--- src/zynq_shell_pkg.sv ---
package zynq_shell_pkg;

   //////////////////////////////////////////////////////////////////////
   // management bus words
   //////////////////////////////////////////////////////////////////////

   typedef logic [31:0] axil_data_t;
   typedef logic [3:0]  axil_strb_t;

   localparam logic [1:0] axil_resp_okay = 2'b00;

   //////////////////////////////////////////////////////////////////////
   // register space, word indexed
   //////////////////////////////////////////////////////////////////////

   typedef logic [7:0] csr_idx_t;

   // bit 0 is the active-low system reset
   localparam csr_idx_t csr_ctrl_idx      = 8'd0;
   localparam csr_idx_t csr_dram_base_idx = 8'd1;

   // first of four profile words, lowest profile bits first
   localparam csr_idx_t csr_prof_idx      = 8'd4;

   //////////////////////////////////////////////////////////////////////
   // address spaces
   //////////////////////////////////////////////////////////////////////

   typedef logic [31:0] phys_addr_t;

   // host port drops the top two bits
   typedef logic [29:0] host_addr_t;

   // start of dram as seen by the core
   localparam phys_addr_t core_dram_base = 32'h8000_0000;

   // clear selects the dram window, set the local window
   localparam int host_sel_bit = 29;

   //////////////////////////////////////////////////////////////////////
   // memory profiler
   //////////////////////////////////////////////////////////////////////

   typedef logic [127:0] profile_t;

   // 7 bit region index from bits 29:23, so 8 MB per region
   localparam int prof_idx_msb   = 29;
   localparam int prof_idx_width = 7;

endpackage

--- src/csr_bus_if.sv ---
`timescale 1ns/1ns

interface csr_bus_if
   import zynq_shell_pkg::*;
   ();

   // single cycle write strobe, no handshake
   logic       wr_v;
   csr_idx_t   wr_idx;
   axil_data_t wr_data;
   axil_strb_t wr_strb;

   // read data follows rd_idx combinationally
   csr_idx_t   rd_idx;
   axil_data_t rd_data;

   modport slave (
      output wr_v
      , output wr_idx
      , output wr_data
      , output wr_strb
      , output rd_idx
      , input  rd_data
   );

   modport regs (
      input    wr_v
      , input  wr_idx
      , input  wr_data
      , input  wr_strb
      , input  rd_idx
      , output rd_data
   );

endinterface

--- src/axil_csr_slave.sv ---
`timescale 1ns/1ns

module axil_csr_slave
   import zynq_shell_pkg::*;
   #(parameter int csr_addr_width_p = 10)
   (input  logic                        aclk_i
    , input  logic                      rst_n_i

    // write address and data, accepted together
    , input  logic [csr_addr_width_p-1:0] awaddr_i
    , input  logic                      awvalid_i
    , output logic                      awready_o
    , input  axil_data_t                wdata_i
    , input  axil_strb_t                wstrb_i
    , input  logic                      wvalid_i
    , output logic                      wready_o

    // write response
    , output logic [1:0]                bresp_o
    , output logic                      bvalid_o
    , input  logic                      bready_i

    // read address
    , input  logic [csr_addr_width_p-1:0] araddr_i
    , input  logic                      arvalid_i
    , output logic                      arready_o

    // read data
    , output axil_data_t                rdata_o
    , output logic [1:0]                rresp_o
    , output logic                      rvalid_o
    , input  logic                      rready_i

    , csr_bus_if.slave                  csr
    );

   logic       bvalid_r;
   logic       rvalid_r;
   axil_data_t rdata_r;
   logic       wr_fire;
   logic       rd_fire;

   //////////////////////////////////////////////////////////////////////
   // acceptance
   //////////////////////////////////////////////////////////////////////

   // both write channels at once, and only with no response pending
   assign wr_fire   = awvalid_i & wvalid_i & ~bvalid_r;
   assign awready_o = wr_fire;
   assign wready_o  = wr_fire;

   // one read outstanding at a time
   assign rd_fire   = arvalid_i & ~rvalid_r;
   assign arready_o = ~rvalid_r;

   // word index is the byte address without its two low bits
   assign csr.wr_v    = wr_fire;
   assign csr.wr_idx  = csr_idx_t'(awaddr_i[csr_addr_width_p-1:2]);
   assign csr.wr_data = wdata_i;
   assign csr.wr_strb = wstrb_i;
   assign csr.rd_idx  = csr_idx_t'(araddr_i[csr_addr_width_p-1:2]);

   //////////////////////////////////////////////////////////////////////
   // response registers
   //////////////////////////////////////////////////////////////////////

   always_ff @(posedge aclk_i or negedge rst_n_i) begin
      if (!rst_n_i) begin
         bvalid_r <= 1'b0;
      end else if (wr_fire) begin
         bvalid_r <= 1'b1;
      end else if (bready_i) begin
         bvalid_r <= 1'b0;
      end
   end

   always_ff @(posedge aclk_i or negedge rst_n_i) begin
      if (!rst_n_i) begin
         rvalid_r <= 1'b0;
      end else if (rd_fire) begin
         rvalid_r <= 1'b1;
      end else if (rready_i) begin
         rvalid_r <= 1'b0;
      end
   end

   // read data is sampled when the address is taken
   always_ff @(posedge aclk_i) begin
      if (rd_fire) begin
         rdata_r <= csr.rd_data;
      end
   end

   // every access completes, so always okay
   assign bresp_o  = axil_resp_okay;
   assign bvalid_o = bvalid_r;
   assign rresp_o  = axil_resp_okay;
   assign rvalid_o = rvalid_r;
   assign rdata_o  = rdata_r;

   // a response stays up, unchanged, until the host takes it
   bvalid_hold_a: assert property (@(posedge aclk_i) disable iff (!rst_n_i)
      bvalid_o && !bready_i |=> bvalid_o)
      else $error("bvalid dropped without bready");

   rvalid_hold_a: assert property (@(posedge aclk_i) disable iff (!rst_n_i)
      rvalid_o && !rready_i |=> rvalid_o && $stable(rdata_o))
      else $error("rvalid or rdata changed without rready");

endmodule

--- src/shell_csr_regs.sv ---
`timescale 1ns/1ns

module shell_csr_regs
   import zynq_shell_pkg::*;
   (input  logic           aclk_i
    , input  logic         rst_n_i
    , csr_bus_if.regs      csr
    , input  profile_t     profile_i
    , output logic         sys_resetn_o
    , output phys_addr_t   dram_base_o
    );

   localparam int prof_words_lp  = $bits(profile_t) / $bits(axil_data_t);
   localparam int prof_sel_w_lp  = $clog2(prof_words_lp);

   axil_data_t               ctrl_r;
   axil_data_t               dram_base_r;
   logic [prof_sel_w_lp-1:0] prof_sel;
   logic                     prof_hit;

   // byte lanes with strobe set take the new data
   function automatic axil_data_t strb_merge(axil_data_t old_w
                                            , axil_data_t new_w
                                            , axil_strb_t strb);
      axil_data_t res;
      res = old_w;
      for (int b = 0; b < $bits(axil_strb_t); b++) begin
         if (strb[b]) begin
            res[8*b +: 8] = new_w[8*b +: 8];
         end
      end
      return res;
   endfunction

   //////////////////////////////////////////////////////////////////////
   // host writable registers
   //////////////////////////////////////////////////////////////////////

   // writes to any other index fall on the floor
   always_ff @(posedge aclk_i or negedge rst_n_i) begin
      if (!rst_n_i) begin
         ctrl_r      <= '0;
         dram_base_r <= '0;
      end else if (csr.wr_v) begin
         if (csr.wr_idx == csr_ctrl_idx) begin
            ctrl_r <= strb_merge(ctrl_r, csr.wr_data, csr.wr_strb);
         end
         if (csr.wr_idx == csr_dram_base_idx) begin
            dram_base_r <= strb_merge(dram_base_r, csr.wr_data, csr.wr_strb);
         end
      end
   end

   // core reset is held while bit 0 is low
   assign sys_resetn_o = ctrl_r[0];
   assign dram_base_o  = dram_base_r;

   //////////////////////////////////////////////////////////////////////
   // readback
   //////////////////////////////////////////////////////////////////////

   assign prof_hit = (csr.rd_idx >= csr_prof_idx)
                   && (csr.rd_idx < csr_prof_idx + csr_idx_t'(prof_words_lp));
   assign prof_sel = prof_sel_w_lp'(csr.rd_idx - csr_prof_idx);

   // unmapped indices read as zero
   always_comb begin
      csr.rd_data = '0;
      if (csr.rd_idx == csr_ctrl_idx) begin
         csr.rd_data = ctrl_r;
      end else if (csr.rd_idx == csr_dram_base_idx) begin
         csr.rd_data = dram_base_r;
      end else if (prof_hit) begin
         csr.rd_data = profile_i[prof_sel*$bits(axil_data_t) +: $bits(axil_data_t)];
      end
   end

   // the core reset only moves as the result of a host write
   sys_reset_src_a: assert property (@(posedge aclk_i) disable iff (!rst_n_i)
      !$stable(sys_resetn_o) |-> $past(csr.wr_v) && $past(csr.wr_idx) == csr_ctrl_idx)
      else $error("sys_resetn changed without a control write");

endmodule

--- src/addr_map.sv ---
`timescale 1ns/1ns

module addr_map
   import zynq_shell_pkg::*;
   (input  host_addr_t     host_awaddr_i
    , input  host_addr_t   host_araddr_i
    , output phys_addr_t   core_awaddr_o
    , output phys_addr_t   core_araddr_o

    , input  phys_addr_t   core_dram_awaddr_i
    , input  phys_addr_t   core_dram_araddr_i
    , input  phys_addr_t   dram_base_i
    , output phys_addr_t   dram_awaddr_o
    , output phys_addr_t   dram_araddr_o
    );

   // only 256 MB per window is mapped, so this bit must stay clear
   localparam int host_hole_bit_lp = host_sel_bit - 1;

   //////////////////////////////////////////////////////////////////////
   // host window into the core
   //////////////////////////////////////////////////////////////////////

   // 0x0xxx_xxxx goes to core dram at 0x8xxx_xxxx
   // 0x2xxx_xxxx goes to core local space at 0x0xxx_xxxx
   function automatic phys_addr_t host_to_core(host_addr_t h);
      return {~h[host_sel_bit], 3'b000, h[host_hole_bit_lp-1:0]};
   endfunction

   assign core_awaddr_o = host_to_core(host_awaddr_i);
   assign core_araddr_o = host_to_core(host_araddr_i);

   always_comb begin
      host_aw_hole_a: assert #0 (host_awaddr_i[host_hole_bit_lp] !== 1'b1)
         else $error("host write address outside the mapped window");
      host_ar_hole_a: assert #0 (host_araddr_i[host_hole_bit_lp] !== 1'b1)
         else $error("host read address outside the mapped window");
   end

   //////////////////////////////////////////////////////////////////////
   // core dram into host memory
   //////////////////////////////////////////////////////////////////////

   // strip the core's dram base, then rebase onto the host buffer
   function automatic phys_addr_t core_to_dram(phys_addr_t a, phys_addr_t base);
      return (a ^ core_dram_base) + base;
   endfunction

   assign dram_awaddr_o = core_to_dram(core_dram_awaddr_i, dram_base_i);
   assign dram_araddr_o = core_to_dram(core_dram_araddr_i, dram_base_i);

endmodule

--- src/mem_profiler.sv ---
`timescale 1ns/1ns

module mem_profiler
   import zynq_shell_pkg::*;
   (input  logic           aclk_i
    , input  logic         rst_n_i
    , input  logic         sys_resetn_i
    , input  logic         dram_awvalid_i
    , input  logic         dram_arvalid_i
    , input  phys_addr_t   dram_awaddr_i
    , input  phys_addr_t   dram_araddr_i
    , output profile_t     profile_o
    );

   logic [prof_idx_width-1:0] aw_region;
   logic [prof_idx_width-1:0] ar_region;
   profile_t                  aw_hit;
   profile_t                  ar_hit;
   profile_t                  profile_r;

   // region index straight from the untranslated core address
   assign aw_region = dram_awaddr_i[prof_idx_msb -: prof_idx_width];
   assign ar_region = dram_araddr_i[prof_idx_msb -: prof_idx_width];

   // valid alone marks a touch, ready is not needed
   assign aw_hit = profile_t'(dram_awvalid_i) << aw_region;
   assign ar_hit = profile_t'(dram_arvalid_i) << ar_region;

   always_ff @(posedge aclk_i or negedge rst_n_i) begin
      if (!rst_n_i) begin
         profile_r <= '0;
      end else if (!sys_resetn_i) begin
         profile_r <= '0;
      end else begin
         profile_r <= profile_r | aw_hit | ar_hit;
      end
   end

   assign profile_o = profile_r;

   // bits are sticky until the core goes back into reset
   profile_sticky_a: assert property (@(posedge aclk_i) disable iff (!rst_n_i)
      $past(sys_resetn_i) |-> ($past(profile_r) & ~profile_r) == '0)
      else $error("profile bit cleared while core out of reset");

endmodule

--- src/zynq_shell_top.sv ---
`timescale 1ns/1ns

module zynq_shell_top
   import zynq_shell_pkg::*;
   #(parameter int csr_addr_width_p = 10)
   (input  logic                          aclk_i
    , input  logic                        rst_n_i

    // management port from the host
    , input  logic [csr_addr_width_p-1:0] s00_awaddr_i
    , input  logic                        s00_awvalid_i
    , output logic                        s00_awready_o
    , input  axil_data_t                  s00_wdata_i
    , input  axil_strb_t                  s00_wstrb_i
    , input  logic                        s00_wvalid_i
    , output logic                        s00_wready_o
    , output logic [1:0]                  s00_bresp_o
    , output logic                        s00_bvalid_o
    , input  logic                        s00_bready_i
    , input  logic [csr_addr_width_p-1:0] s00_araddr_i
    , input  logic                        s00_arvalid_i
    , output logic                        s00_arready_o
    , output axil_data_t                  s00_rdata_o
    , output logic [1:0]                  s00_rresp_o
    , output logic                        s00_rvalid_o
    , input  logic                        s00_rready_i

    // host window into the core
    , input  host_addr_t                  host_awaddr_i
    , input  host_addr_t                  host_araddr_i
    , output phys_addr_t                  core_awaddr_o
    , output phys_addr_t                  core_araddr_o

    // core dram traffic
    , input  phys_addr_t                  core_dram_awaddr_i
    , input  logic                        core_dram_awvalid_i
    , input  phys_addr_t                  core_dram_araddr_i
    , input  logic                        core_dram_arvalid_i
    , output phys_addr_t                  dram_awaddr_o
    , output phys_addr_t                  dram_araddr_o

    , output logic                        sys_resetn_o
    );

   profile_t   profile;
   phys_addr_t dram_base;
   logic       sys_resetn;

   csr_bus_if csr_bus ();

   //////////////////////////////////////////////////////////////////////
   // control and status
   //////////////////////////////////////////////////////////////////////

   axil_csr_slave #(.csr_addr_width_p(csr_addr_width_p)) slave
      (.aclk_i     (aclk_i)
       ,.rst_n_i   (rst_n_i)
       ,.awaddr_i  (s00_awaddr_i)
       ,.awvalid_i (s00_awvalid_i)
       ,.awready_o (s00_awready_o)
       ,.wdata_i   (s00_wdata_i)
       ,.wstrb_i   (s00_wstrb_i)
       ,.wvalid_i  (s00_wvalid_i)
       ,.wready_o  (s00_wready_o)
       ,.bresp_o   (s00_bresp_o)
       ,.bvalid_o  (s00_bvalid_o)
       ,.bready_i  (s00_bready_i)
       ,.araddr_i  (s00_araddr_i)
       ,.arvalid_i (s00_arvalid_i)
       ,.arready_o (s00_arready_o)
       ,.rdata_o   (s00_rdata_o)
       ,.rresp_o   (s00_rresp_o)
       ,.rvalid_o  (s00_rvalid_o)
       ,.rready_i  (s00_rready_i)
       ,.csr       (csr_bus)
       );

   shell_csr_regs regs
      (.aclk_i        (aclk_i)
       ,.rst_n_i      (rst_n_i)
       ,.csr          (csr_bus)
       ,.profile_i    (profile)
       ,.sys_resetn_o (sys_resetn)
       ,.dram_base_o  (dram_base)
       );

   assign sys_resetn_o = sys_resetn;

   //////////////////////////////////////////////////////////////////////
   // address translation and profiling
   //////////////////////////////////////////////////////////////////////

   addr_map map
      (.host_awaddr_i       (host_awaddr_i)
       ,.host_araddr_i      (host_araddr_i)
       ,.core_awaddr_o      (core_awaddr_o)
       ,.core_araddr_o      (core_araddr_o)
       ,.core_dram_awaddr_i (core_dram_awaddr_i)
       ,.core_dram_araddr_i (core_dram_araddr_i)
       ,.dram_base_i        (dram_base)
       ,.dram_awaddr_o      (dram_awaddr_o)
       ,.dram_araddr_o      (dram_araddr_o)
       );

   // profiler sees core addresses before translation
   mem_profiler prof
      (.aclk_i          (aclk_i)
       ,.rst_n_i        (rst_n_i)
       ,.sys_resetn_i   (sys_resetn)
       ,.dram_awvalid_i (core_dram_awvalid_i)
       ,.dram_arvalid_i (core_dram_arvalid_i)
       ,.dram_awaddr_i  (core_dram_awaddr_i)
       ,.dram_araddr_i  (core_dram_araddr_i)
       ,.profile_o      (profile)
       );

endmodule

--- config.mk ---
export PLATFORM = sky130hd
export DESIGN_NAME = zynq_shell_top
export DESIGN_NICKNAME = d
export VERILOG_FILES = /design/src/zynq_shell_pkg.sv /design/src/csr_bus_if.sv /design/src/axil_csr_slave.sv /design/src/shell_csr_regs.sv /design/src/addr_map.sv /design/src/mem_profiler.sv /design/src/zynq_shell_top.sv
export SDC_FILE = /design/constraint.sdc
export NUM_CORES = 1
export LEC_CHECK = 0
export BUFFER_PORTS_ARGS = -buffer_cell sky130_fd_sc_hd__buf_2
export CORE_MARGIN = 2
export CORE_UTILIZATION = 49
export CTS_CLUSTER_DIAMETER = 100
export DETAILED_ROUTE_END_ITERATION = 10
export PLACE_DENSITY = 0.8
export SKIP_CTS_REPAIR_TIMING = 1
export SYNTH_ARGS = -nofsm -noshare
export SYNTH_HDL_FRONTEND = slang
export SYNTH_SLANG_ARGS = --single-unit
--- constraint.sdc ---
create_clock -name aclk_i -period 2.75 [get_ports aclk_i]
set_input_delay 0.1375 -clock aclk_i [delete_from_list [all_inputs] [get_ports aclk_i]]
set_output_delay 0.1375 -clock aclk_i [all_outputs]
set_load 0.005 [all_outputs]
==> flow_summary.ini <==
[placement]
place.gp.congestion = 0.977
hpwl_microns = 34300
port_buffers = 230

[critical_path]
crit_top_cell = buf_4
cp_max_fo = 2
worstPathCellList = ha_4, fa_2, a211oi_2, buf_4, o21ai_4, a21oi_2, buf_4, o211ai_1, a31oi_2, nor2_2, a311oi_2, xnor2_1, buf_2
worstSetupPathType = register to primary output
cpPeakStageDelay_ps = 410
cp.required_ps = 2610
crit_path_top_delay_cell = dfrtp_1
crit_arrival_ps = 3250
rr_worst_depth = 3
cp-start-kind = register
endpoint_kind = primary output

[floorplan]
die_x_microns = 175
ios = 359
rows = 62
dieArea_sq_um = 30700
coreArea_sq_um = 28800
start_util = 0.499
die_h_microns = 175

[cells_and_area]
area_growth_pct = 21.2
layout_common_cells = buf_2 (228), dfrtp_1 (192), o22ai_1 (130)
final_common_cell = buf_2
fill_cells = 2257
nets = 1895
drive_above_1_share = 0.311

[timing]
tns_ps = -17520
hold_viol_final = 0
worst_hold_slack_ps = 246
fin_crit_ps = 3380
rsz0062_at_grt = yes
setup_viol = 45
slew_violations = 0
worstMarginPinSlew_ps = 962
worst_slack_ps = -633
relSlewSlack = 0.359
fmax_mhz = 296
clock-skew-final_ps = 21.0
fin_crit_sh = 1.23

[synth]
ys.warnings.count = 0
yosys.area_share.simple = 0.103
muxShareOfSynthArea = 0.125
ys_ff_latch = 226
synth_edf_count = 32
syn-instance-count = 1408
synth_area_leaders = dfrtp_1 (34%), edfxtp_1 (6.7%), o22ai_1 (5.7%), o21a_1 (5.5%), ha_1 (5.4%)
synth-xor-area-share = 0.0330
synth_compound_area_frac = 0.211
synth.top_cell.area_share = 0.338
async_reset_ff_frac = 0.858
ys_types = 72
synth_top_family_by_area = compound AO/OA/AOI/OAI gates
syn_avg_cell_area_sq_um = 10.2
yosys.area.top_type = dfrtp_1
synth_fa_ha_area_frac = 0.0569
synth_flop_cell = dfrtp_1
ys_seq_area_frac = 0.405
syn-cell-area_sq_um = 14300

[flow_run]
drv_cap = 0

[grt]
grt_max_degree = 95
gr-usage-all-layers = 0.288
gr-total-overflow = 0
grt_first_pass_wirelength_microns = 69300
grt_pass1_vias = 12605
antenna_found_initial = 1

[outcome]
violations = setup timing
status = finished with violations

[route]
drcViolationCount = 0
drt_wl_total_microns = 48000
viasPerCell = 6.46
drt_pre_antenna_iters = 6
ant_nets = 0
via_count = 13218
drt_iter0_markers = 1678
avgRoutedWirePerCell_microns = 23.5

[cts]
cts-root-buf = clkbuf_16
clockBufferDepth = 3
htree_num_levels = 1
clock_sinks = 226
worstSkewPairLatency_ps = 530
clkTransAtPathRegs_ps = 70
cts_tree = yes
numCtsBuffers = 24

[worst_hold_path]
hold_path.class = input port to async pin

[power]
power.leakage_nw = 7.87
power_density_nw_per_um2 = 453
peakVddDrop_mv = 0.372
## kinds of logic (layout without fill, tap and decap cells)
group / Yosys count / in the layout
mux: 131 / 131
fa+ha+maj: 64 / 64
other cells: 1 / 11
simple gates: 321 / 321
flops: 226 / 226
compound gates: 429 / 429
xor+xnor: 54 / 54
buf+inv: 182 / 425
## flip-flops by register name (all words and copies together) (netlist names)
register	flops
slave.rvalid_o	1
regs.ctrl_r	32
slave.bvalid_o	1
slave.rdata_o	32
regs.dram_base_o	32
prof.profile_o	128
## metrics by stage
stage	instances	setup WS, ps	util	total power, mW	cell area (sq um)
after floorplan	1417	6.53	-	4.03	14400
after global placement	1956	-300	0.547	4.37	15700
after detailed placement	1956	-345	0.547	4.39	15700
after CTS	2000	-900	0.576	7.79	16600
after global routing	2045	-740	0.604	8.11	17400
final	2045	-633	0.604	7.89	17400
## layer usage
metal	share of wire	vias to the layer above	GRT usage
li1	-	5633	-
met1	0.36	6375	0.356
met2	0.49	975	0.486
met3	0.10	235	0.0533
met4	0.056	0	0.139
met5	0	-	0
## worst max-delay path, delay by kind of cell, from the launching register on
kind | cells | cell delay (ps)
flip-flops | 1 | 410
adder cells (fa/ha/maj) | 2 | 590
XOR/XNOR | 1 | 150
AO/OA/AOI/OAI | 6 | 1090
AND/OR/NAND/NOR | 1 | 80
buffers and inverters | 3 | 430
## path summary, 6_finish.rpt
kind                                                  from                               end  slack [ps]
setup / recovery           regs.dram_base_o[0]$_DFFE_PN0P_                 dram_araddr_o[30]        -630
hold / removal                                     rst_n_i      prof.profile_o[22]$_DFF_PN0_         250
setup reg to reg                slave.bvalid_o$_DFFE_PN0P_  regs.dram_base_o[24]$_DFFE_PN0P_         370
hold reg to reg               prof.profile_o[66]$_DFF_PN0_      prof.profile_o[66]$_DFF_PN0_         490
max in group asynchronous                          rst_n_i      prof.profile_o[43]$_DFF_PN0_        1690
min in group aclk_i                 core_dram_araddr_i[26]      prof.profile_o[30]$_DFF_PN0_         270
## report_power, final
part           switching, mW  internal [mW]
Combinational          0.582          0.382
Sequential            0.0324           3.44
Clock                   1.40           2.05
Total                   2.02           5.87
## final cells by class
| cell class | count | area [sq um] | area share |
|---|---|---|---|
| multi-input combinational | 1009 | 8010 | 0.460 |
| sequential | 226 | 5820 | 0.335 |
| timing repair buffer | 334 | 2060 | 0.119 |
| clock buffer | 27 | 633 | 0.0364 |
| tap | 384 | 480 | 0.0276 |
| clock inverter | 17 | 213 | 0.0122 |
| inverter | 47 | 176 | 0.0101 |
| antenna | 1 | 2.50 | 0.000144 |
## Yosys cell counts, types with 7 or more instances
cell type,number
a211oi_1,8
a21o_1,24
a21oi_1,56
a31oi_1,7
and3_1,14
buf_2,9
buf_4,67
clkbuf_1,57
dfrtp_1,194
edfxtp_1,32
ha_1,62
inv_1,47
mux2_2,65
mux2i_1,34
mux4_2,32
nand2_1,86
nand2b_1,7
nand3_1,40
nor2_1,117
nor2b_1,20
o21a_1,105
o21ai_0,20
o21bai_1,7
o22ai_1,130
o31a_1,32
xnor2_1,37
xor2_1,17
Power figures use the tool's default switching activity.
